`src/rtl/cpu_pkg.sv`:
```
package cpu_pkg;

        // ####################################################################
        // Sizes and reset layout
        // ####################################################################
        localparam int XLEN      = 32;
        localparam int REG_IDX_W = 5;
        localparam int TAG_W     = 2;

        localparam logic [XLEN-1:0] SP_RESET = 32'h1000_03FC; // Top of RAM minus one word

        // ####################################################################
        // Instruction encodings
        // ####################################################################
        localparam logic [6:0] OPC_OP     = 7'b0110011;
        localparam logic [6:0] OPC_OP_IMM = 7'b0010011;
        localparam logic [6:0] OPC_LUI    = 7'b0110111;

        localparam logic [2:0] F3_ADD  = 3'b000; // ADD and SUB
        localparam logic [2:0] F3_SLL  = 3'b001;
        localparam logic [2:0] F3_SLT  = 3'b010;
        localparam logic [2:0] F3_SLTU = 3'b011;
        localparam logic [2:0] F3_XOR  = 3'b100;
        localparam logic [2:0] F3_SR   = 3'b101; // SRL and SRA
        localparam logic [2:0] F3_OR   = 3'b110;
        localparam logic [2:0] F3_AND  = 3'b111;

        localparam logic [6:0] F7_BASE = 7'b0000000;
        localparam logic [6:0] F7_ALT  = 7'b0100000; // SUB and SRA

        // ####################################################################
        // Enums
        // ####################################################################
        typedef enum logic [3:0] {
                ALU_ADD, ALU_SUB, ALU_SLL, ALU_SLT, ALU_SLTU,
                ALU_XOR, ALU_SRL, ALU_SRA, ALU_OR, ALU_AND
        } alu_op_e;

        typedef enum logic [1:0] {
                SEQ_IDLE, SEQ_READ, SEQ_EXEC, SEQ_RETIRE
        } seq_state_e;

endpackage

```
`src/rtl/cpu_alu.sv`:
```
`timescale 1ns/1ps

module cpu_alu (
        input  cpu_pkg::alu_op_e         i_op,
        input  logic [cpu_pkg::XLEN-1:0] i_a,
        input  logic [cpu_pkg::XLEN-1:0] i_b,
        output logic [cpu_pkg::XLEN-1:0] o_result
);
        import cpu_pkg::*;

        logic signed [XLEN-1:0] a_s;
        logic signed [XLEN-1:0] b_s;
        logic [4:0]             shamt;
        logic                   lt_s;
        logic                   lt_u;

        assign a_s   = i_a;
        assign b_s   = i_b;
        assign shamt = i_b[4:0];
        assign lt_s  = a_s < b_s;
        assign lt_u  = i_a < i_b;

        always_comb begin
                case (i_op)
                        ALU_ADD:  o_result = i_a + i_b;
                        ALU_SUB:  o_result = i_a - i_b;
                        ALU_SLL:  o_result = i_a << shamt;
                        ALU_SLT:  o_result = {{(XLEN-1){1'b0}}, lt_s};
                        ALU_SLTU: o_result = {{(XLEN-1){1'b0}}, lt_u};
                        ALU_XOR:  o_result = i_a ^ i_b;
                        ALU_SRL:  o_result = i_a >> shamt;
                        ALU_SRA:  o_result = a_s >>> shamt; // Sign fill
                        ALU_OR:   o_result = i_a | i_b;
                        ALU_AND:  o_result = i_a & i_b;
                        default:  o_result = '0;
                endcase
        end

endmodule

```
`src/rtl/cpu_decoder.sv`:
```
`timescale 1ns/1ps

module cpu_decoder (
        input  logic [cpu_pkg::XLEN-1:0]      i_instr,
        output logic [cpu_pkg::REG_IDX_W-1:0] o_rs1_idx,
        output logic [cpu_pkg::REG_IDX_W-1:0] o_rs2_idx,
        output logic [cpu_pkg::REG_IDX_W-1:0] o_rd_idx,
        output logic [cpu_pkg::XLEN-1:0]      o_imm,
        output logic                          o_use_imm,
        output cpu_pkg::alu_op_e              o_alu_op,
        output logic                          o_illegal
);
        import cpu_pkg::*;

        logic [6:0]      opcode;
        logic [2:0]      funct3;
        logic [6:0]      funct7;
        logic [XLEN-1:0] imm_i;
        logic [XLEN-1:0] imm_u;

        // Shared funct3 mapping for OP and OP-IMM
        function automatic alu_op_e base_op(input logic [2:0] f3, input logic alt);
                alu_op_e op;
                case (f3)
                        F3_ADD:  op = alt ? ALU_SUB : ALU_ADD;
                        F3_SLL:  op = ALU_SLL;
                        F3_SLT:  op = ALU_SLT;
                        F3_SLTU: op = ALU_SLTU;
                        F3_XOR:  op = ALU_XOR;
                        F3_SR:   op = alt ? ALU_SRA : ALU_SRL;
                        F3_OR:   op = ALU_OR;
                        default: op = ALU_AND;
                endcase
                return op;
        endfunction

        assign opcode = i_instr[6:0];
        assign funct3 = i_instr[14:12];
        assign funct7 = i_instr[31:25];
        assign imm_i  = {{(XLEN-12){i_instr[31]}}, i_instr[31:20]};
        assign imm_u  = {i_instr[31:12], 12'b0};

        always_comb begin
                o_rs1_idx = i_instr[19:15];
                o_rs2_idx = i_instr[24:20];
                o_rd_idx  = i_instr[11:7];
                o_imm     = imm_i;
                o_use_imm = 1'b0;
                o_alu_op  = ALU_ADD;
                o_illegal = 1'b0;

                case (opcode)
                        OPC_OP: begin
                                o_alu_op = base_op(funct3, funct7 == F7_ALT);
                                if (funct7 == F7_ALT)
                                        o_illegal = (funct3 != F3_ADD) && (funct3 != F3_SR);
                                else
                                        o_illegal = (funct7 != F7_BASE);
                        end
                        OPC_OP_IMM: begin
                                o_use_imm = 1'b1;
                                o_alu_op  = base_op(funct3, (funct3 == F3_SR) && (funct7 == F7_ALT));
                                if (funct3 == F3_SLL)
                                        o_illegal = (funct7 != F7_BASE);
                                else if (funct3 == F3_SR)
                                        o_illegal = (funct7 != F7_BASE) && (funct7 != F7_ALT);
                        end
                        OPC_LUI: begin
                                o_rs1_idx = '0; // x0 + imm
                                o_imm     = imm_u;
                                o_use_imm = 1'b1;
                        end
                        default: o_illegal = 1'b1;
                endcase
        end

endmodule

```
`src/rtl/cpu_exec_sequencer.sv`:
```
`timescale 1ns/1ps

module cpu_exec_sequencer (
        input  logic                          i_clock,
        input  logic                          i_reset,

        input  logic                          i_instr_valid,
        input  logic [cpu_pkg::XLEN-1:0]      i_instr,
        output logic                          o_instr_ready,
        output logic [cpu_pkg::XLEN-1:0]      o_instr_q,

        input  logic [cpu_pkg::REG_IDX_W-1:0] i_rd_idx,
        input  logic                          i_illegal,
        input  logic [cpu_pkg::XLEN-1:0]      i_alu_result,

        output logic [cpu_pkg::TAG_W-1:0]     o_read_tag,
        output logic [cpu_pkg::TAG_W-1:0]     o_write_tag,
        output logic [cpu_pkg::REG_IDX_W-1:0] o_write_rd_idx,
        output logic [cpu_pkg::XLEN-1:0]      o_write_data,

        output logic                          o_retire_valid,
        input  logic                          i_retire_ready,
        output logic [cpu_pkg::REG_IDX_W-1:0] o_retire_rd,
        output logic [cpu_pkg::XLEN-1:0]      o_retire_value,
        output logic                          o_retire_illegal
);
        import cpu_pkg::*;

        seq_state_e           state;
        logic                 read_issued; // Read tag bumped, operands due next edge
        logic [XLEN-1:0]      instr_q;
        logic [REG_IDX_W-1:0] rd_q;
        logic [XLEN-1:0]      result_q;
        logic                 illegal_q;

        // ####################################################################
        // Control FSM and tag counters
        // ####################################################################
        always_ff @(posedge i_clock, posedge i_reset) begin
                if (i_reset) begin
                        state       <= SEQ_IDLE;
                        read_issued <= 1'b0;
                        o_read_tag  <= '0;
                        o_write_tag <= '0;
                end else begin
                        case (state)
                                SEQ_IDLE: begin
                                        if (i_instr_valid)
                                                state <= SEQ_READ;
                                end
                                SEQ_READ: begin
                                        if (!read_issued) begin
                                                o_read_tag  <= o_read_tag + 1'b1;
                                                read_issued <= 1'b1;
                                        end else begin
                                                read_issued <= 1'b0;
                                                state       <= SEQ_EXEC;
                                        end
                                end
                                SEQ_EXEC: begin
                                        if (!i_illegal)
                                                o_write_tag <= o_write_tag + 1'b1;
                                        state <= SEQ_RETIRE;
                                end
                                SEQ_RETIRE: begin
                                        if (i_retire_ready)
                                                state <= SEQ_IDLE;
                                end
                                default: state <= SEQ_IDLE;
                        endcase
                end
        end

        // ####################################################################
        // Instruction and result holding registers
        // ####################################################################
        always_ff @(posedge i_clock) begin
                if (state == SEQ_IDLE && i_instr_valid)
                        instr_q <= i_instr;
                if (state == SEQ_EXEC) begin
                        rd_q      <= i_rd_idx;
                        result_q  <= i_alu_result;
                        illegal_q <= i_illegal;
                end
        end

        assign o_instr_ready    = (state == SEQ_IDLE);
        assign o_instr_q        = instr_q;

        assign o_write_rd_idx   = rd_q;     // Same registers feed write-back and retire
        assign o_write_data     = result_q;

        assign o_retire_valid   = (state == SEQ_RETIRE);
        assign o_retire_rd      = rd_q;
        assign o_retire_value   = result_q;
        assign o_retire_illegal = illegal_q;

endmodule

```
`src/rtl/cpu_exec_top.sv`:
```
`timescale 1ns/1ps

module cpu_exec_top (
        input  logic                          i_clock,
        input  logic                          i_reset,

        input  logic                          i_instr_valid,
        input  logic [cpu_pkg::XLEN-1:0]      i_instr,
        output logic                          o_instr_ready,

        output logic                          o_retire_valid,
        input  logic                          i_retire_ready,
        output logic [cpu_pkg::REG_IDX_W-1:0] o_retire_rd,
        output logic [cpu_pkg::XLEN-1:0]      o_retire_value,
        output logic                          o_retire_illegal
);
        import cpu_pkg::*;

        logic [XLEN-1:0]      instr_q;
        logic [REG_IDX_W-1:0] rs1_idx;
        logic [REG_IDX_W-1:0] rs2_idx;
        logic [REG_IDX_W-1:0] rd_idx;
        logic [XLEN-1:0]      imm;
        logic                 use_imm;
        alu_op_e              alu_op;
        logic                 illegal;

        logic [TAG_W-1:0]     read_tag;
        logic [TAG_W-1:0]     write_tag;
        logic [REG_IDX_W-1:0] write_rd_idx;
        logic [XLEN-1:0]      write_data;
        logic [XLEN-1:0]      rs1_data;
        logic [XLEN-1:0]      rs2_data;
        logic [XLEN-1:0]      alu_result;

        cpu_exec_sequencer u_sequencer (
                .i_clock          (i_clock),
                .i_reset          (i_reset),
                .i_instr_valid    (i_instr_valid),
                .i_instr          (i_instr),
                .o_instr_ready    (o_instr_ready),
                .o_instr_q        (instr_q),
                .i_rd_idx         (rd_idx),
                .i_illegal        (illegal),
                .i_alu_result     (alu_result),
                .o_read_tag       (read_tag),
                .o_write_tag      (write_tag),
                .o_write_rd_idx   (write_rd_idx),
                .o_write_data     (write_data),
                .o_retire_valid   (o_retire_valid),
                .i_retire_ready   (i_retire_ready),
                .o_retire_rd      (o_retire_rd),
                .o_retire_value   (o_retire_value),
                .o_retire_illegal (o_retire_illegal)
        );

        cpu_decoder u_decoder (
                .i_instr   (instr_q),
                .o_rs1_idx (rs1_idx),
                .o_rs2_idx (rs2_idx),
                .o_rd_idx  (rd_idx),
                .o_imm     (imm),
                .o_use_imm (use_imm),
                .o_alu_op  (alu_op),
                .o_illegal (illegal)
        );

        cpu_registers u_registers (
                .i_clock        (i_clock),
                .i_reset        (i_reset),
                .i_read_tag     (read_tag),
                .i_read_rs1_idx (rs1_idx),
                .i_read_rs2_idx (rs2_idx),
                .o_rs1          (rs1_data),
                .o_rs2          (rs2_data),
                .i_write_tag    (write_tag),
                .i_write_rd_idx (write_rd_idx),
                .i_rd           (write_data)
        );

        cpu_alu u_alu (
                .i_op     (alu_op),
                .i_a      (rs1_data),
                .i_b      (use_imm ? imm : rs2_data), // Operand B select
                .o_result (alu_result)
        );

endmodule

```
`src/rtl/cpu_registers.sv`:
```
`timescale 1ns/1ps

module cpu_registers (
        input  logic                          i_clock,
        input  logic                          i_reset,

        input  logic [cpu_pkg::TAG_W-1:0]     i_read_tag,
        input  logic [cpu_pkg::REG_IDX_W-1:0] i_read_rs1_idx,
        input  logic [cpu_pkg::REG_IDX_W-1:0] i_read_rs2_idx,
        output logic [cpu_pkg::XLEN-1:0]      o_rs1,
        output logic [cpu_pkg::XLEN-1:0]      o_rs2,

        input  logic [cpu_pkg::TAG_W-1:0]     i_write_tag,
        input  logic [cpu_pkg::REG_IDX_W-1:0] i_write_rd_idx,
        input  logic [cpu_pkg::XLEN-1:0]      i_rd
);
        import cpu_pkg::*;

        localparam int NUM_REGS = 1 << REG_IDX_W;

        logic [TAG_W-1:0] read_tag;  // Last read request served
        logic [TAG_W-1:0] write_tag; // Last write request served
        logic [XLEN-1:0]  regs [NUM_REGS];

        always_ff @(posedge i_clock, posedge i_reset) begin
                if (i_reset) begin
                        o_rs1     <= '0;
                        o_rs2     <= '0;
                        read_tag  <= '0;
                        write_tag <= '0;
                        for (int i = 0; i < NUM_REGS; i++) begin
                                regs[i] <= (i == 2) ? SP_RESET : '0; // x2 is sp
                        end
                end else begin
                        if (i_read_tag != read_tag) begin
                                o_rs1    <= (i_read_rs1_idx != '0) ? regs[i_read_rs1_idx] : '0;
                                o_rs2    <= (i_read_rs2_idx != '0) ? regs[i_read_rs2_idx] : '0;
                                read_tag <= i_read_tag;
                        end
                        if (i_write_tag != write_tag) begin
                                regs[i_write_rd_idx] <= i_rd; // x0 is masked on read
                                write_tag            <= i_write_tag;
                        end
                end
        end

endmodule

```
`config.mk`:
```
export PLATFORM = sky130hd
export DESIGN_NAME = cpu_exec_top
export DESIGN_NICKNAME = d
export VERILOG_FILES = /design/src/rtl/cpu_pkg.sv /design/src/rtl/cpu_alu.sv /design/src/rtl/cpu_decoder.sv /design/src/rtl/cpu_exec_sequencer.sv /design/src/rtl/cpu_exec_top.sv /design/src/rtl/cpu_registers.sv
export SDC_FILE = /design/constraint.sdc
export NUM_CORES = 2
export LEC_CHECK = 0
export ABC_CLOCK_PERIOD_IN_PS = 92100
export BUFFER_PORTS_ARGS = -buffer_cell sky130_fd_sc_hd__clkbuf_2
export CORE_ASPECT_RATIO = 0.75
export CORE_UTILIZATION = 30
export DETAILED_ROUTE_END_ITERATION = 8
export PLACE_DENSITY_LB_ADDON = 0.08
export SLEW_MARGIN = 30
export SYNTH_ARGS = -nofsm -noshare
export SYNTH_HDL_FRONTEND = slang
export SYNTH_SLANG_ARGS = --single-unit
```
`constraint.sdc`:
```
create_clock -name i_clock -period 92.1 [get_ports i_clock]
set_input_delay 4.605 -clock i_clock [delete_from_list [all_inputs] [get_ports i_clock]]
set_output_delay 4.605 -clock i_clock [all_outputs]
set_load 0.02 [all_outputs]
```
==> results.yml <==
global_route:
  antenna_found_initial: 20
  grt_pass1_vias: 55000
  grt_max_degree: 163
  grt_pass1_wl_mm: 459
  grt_util_all_layers: 0.278
  overflow: 0
floorplanning:
  die_h_um: 419
  dieWidth_um: 558
  io_pins: 76
  rows: 152
  dieArea_um2: 234000
  initial_core_util: 0.303
  core_um2: 230000
setup_path:
  cp_slowest_cell: "buf_4"
  arrival_ps: 7950
  cp.required_ps: 92930
  crit_path_frequent_cell: "buf_4"
  crit_path_start_kind: "input port"
  critPathKind: "input port to asynchronous set/reset pin"
  cp_cell_sequence: "clkbuf_2 -> inv_8 -> buf_12 -> buf_16 -> buf_4 -> buf_4"
  crit_buf_inv: 6
  crit_path_end_kind: "asynchronous set/reset pin"
  crit_start: "i_reset"
  slowest_delay_ps: 780
  r2r_start: "u_sequencer.o_instr_q[3]$_DFFE_PP_"
  cp_top_family: "buffers and inverters"
  path_max_fanout: 109
logic_synthesis:
  yosysWarnings: 0
  yosys_most_used_dff: "dfrtp_1"
  synthArstFlopShare: 0.940
  syn_inst: 6356
  yosys.area.top_type: "dfrtp_1"
  syn_area_um2: 69500
  ys_seq_area_frac: 0.426
  synth_edf_count: 70
  yosysMostFrequentCell: "dfrtp_1"
  synth.avg_cell_area_um2: 10.9
  yosys_register_bits: 1169
  synth_nets: 6488
  synth_cell_type_count: 100
  synth.area.top_cells: "dfrtp_1 (39%), mux2_2 (17%), mux4_2 (7.9%)"
  yosysTopAreaCellShare: 0.392
  synthTopCellsByCount: "dfrtp_1 (1090), mux2_2 (1066), nand2_1 (730)"
timing:
  setup_viol: 0
  finalHoldViolCount: 0
  rsz0062_at_grt: "false"
  slew_violations: 0
  finalCritPeriodShare: 0.0773
  slew_headroom: 0.293
  fin_worst_skew_ps: 48.2
  finalWorstSetupSlack_ps: 84980
  worstMarginPinSlew_ps: 1060
  tns_ps: 0
  max_freq_mhz: 140
  fin_crit_ps: 7120
clock_tree:
  cts-root-buf: "clkbuf_16"
  cts.sink_count: 1169
  postCtsSetupBuffers: 0
  ctsHoldBuffers: 0
  cts_tree: "yes"
  h-tree-depth: 4
  cts_resized: 0
  cts_buffer_depth: 4
  cts_made_buffers: 144
  clock_latency_ps: 830
  clk_pin_slew_ps: 60
placement:
  placed_area_um2: 73700
  gp_congestion: 0.973
  place_hpwl_mm: 200
  place_worst_setup_slack_ps: 83980
  numPortBuffers: 75
pwr:
  peakVddDrop_v: 0.0000281
  p_leak_nw: 34.6
  p_clk_frac: 0.214
  powerDensity_nw_per_um2: 33.8
  internal_power_mw: 1.46
  p_seq_frac: 0.309
  p_sw_frac: 0.449
  p_switching_mw: 1.19
  power_frac_comb: 0.477
final_layout:
  final_layout_size_suffix_gt1_frac: 0.307
  syn2layout_area_growth_pct: 12.7
  nets: 6322
  final_area_um2: 78300
detailed_routing:
  antenna_left: 0
  post_drt_wl_per_cell_um: 35.2
  drt_iter0_drc: 6042
  drt_wl_total_mm: 330
  routed_via_density: 5.97
  drc: 0
  via_count: 56000
  dr.pass1.iters: 5
min_path:
  hp-class: "register to register"
  worstHoldStart: "u_sequencer.o_instr_q[8]$_DFFE_PP_"
flow_run:
  maxCapViolations: 0
outcome:
  status: "finished clean"
-- registers in the layout (all words and copies together), names as in the netlist --
| register | count |
|---|---|
| u_registers.regs | 1024 |
| u_registers.o_rs2 | 32 |
| u_sequencer.o_retire_value | 32 |
| u_registers.o_rs1 | 32 |
| u_registers.write_tag | 2 |
| u_sequencer.o_write_tag | 2 |
| u_sequencer.o_instr_q | 32 |
| u_sequencer.o_retire_rd | 5 |
| u_sequencer.state | 2 |
| u_registers.read_tag | 2 |
| u_sequencer.o_read_tag | 2 |
| u_sequencer.o_retire_illegal | 1 |
| u_sequencer.read_issued | 1 |
-- metrics by stage --
step	cells	power, mW	util	hold slack (ps)
after floorplan	6356	1.58	-	400
after global placement	9099	2.05	0.319	403
after detailed placement	9119	2.06	0.321	407
after CTS	9360	2.63	0.341	419
after global routing	9366	2.77	0.341	426
final	9371	2.64	0.341	415
-- layout by cell type (no fill, tap or decap), types with 18 or more instances in the layout --
cell,n
o221ai_1,54
a22oi_1,18
a32oi_1,29
inv_1,105
dfrtp_1,1090
nor2_4,20
o21bai_1,25
clkbuf_16,148
nand3_1,228
mux2_2,1066
a211oi_1,39
xnor2_1,23
ha_1,94
mux2i_1,343
o31ai_1,18
nand2_1,709
a311oi_1,37
nor3_1,41
a31oi_1,38
o211ai_1,42
nor2_1,259
mux4_2,243
a21oi_1,360
o21ai_1,24
nor4_1,31
a21o_1,36
buf_4,180
edfxtp_1,70
nand2_4,19
a221oi_1,135
clkbuf_1,40
clkbuf_2,75
o21ai_0,168
a22o_1,37
and3_1,63
clkbuf_8,25
o22ai_1,35
-- power by group through the flow --
stage | Combinational, mW | Clock (mW) | Sequential (mW)
after detailed placement | 1.24 | 0 | 0.823
after global placement | 1.22 | 0 | 0.834
after floorplan | 0.794 | 0 | 0.783
after global routing | 1.34 | 0.599 | 0.835
after CTS | 1.24 | 0.579 | 0.815
final | 1.26 | 0.566 | 0.818
-- metal layers --
layer	global-route usage	share of wire	vias up	routed length, um
met5	0	0.000039	-	13
met4	0.0715	0.027	2	8910
met3	0.0468	0.065	420	21600
met2	0.427	0.44	2223	145000
met1	0.403	0.47	30100	154000
li1	-	-	23300	-
-- layout make-up --
type	instances	area (um2)
well taps	3080	3850
clock buffers	213	4200
flip-flops and latches	1169	29600
clock inverters	28	273
repair buffers	297	2460
diodes	6	15.0
inverters	113	439
multi-input cells	4465	37500
fillers	23000	151000
-- logic make-up after synthesis --
family,synth area share
AND/OR/NAND/NOR,0.0929
XOR/XNOR,0.00391
adder cells (fa/ha/maj),0.0174
flip-flops,0.426
multiplexers,0.301
buffers and inverters,0.0409
AO/OA/AOI/OAI,0.118
-- worst paths after layout --
path | end | slack [ps] | cells after the start
worst max-delay path | u_registers.regs[192]$_DFFE_PP0P_ | 84980 | 6
worst min-delay path | u_sequencer.o_retire_rd[1]$_DFFE_PP_ | 410 | 0
worst max register to register | u_sequencer.o_retire_value[29]$_SDFFCE_PN0P_ | 85470 | 21
worst min register to register | u_sequencer.o_retire_rd[1]$_DFFE_PP_ | 410 | 0
max in group i_clock | u_sequencer.o_retire_value[29]$_SDFFCE_PN0P_ | 85470 | 21
min in group asynchronous | u_registers.regs[575]$_DFFE_PP0P_ | 3920 | 2
Note: power is estimated with default switching activity, not from simulation.
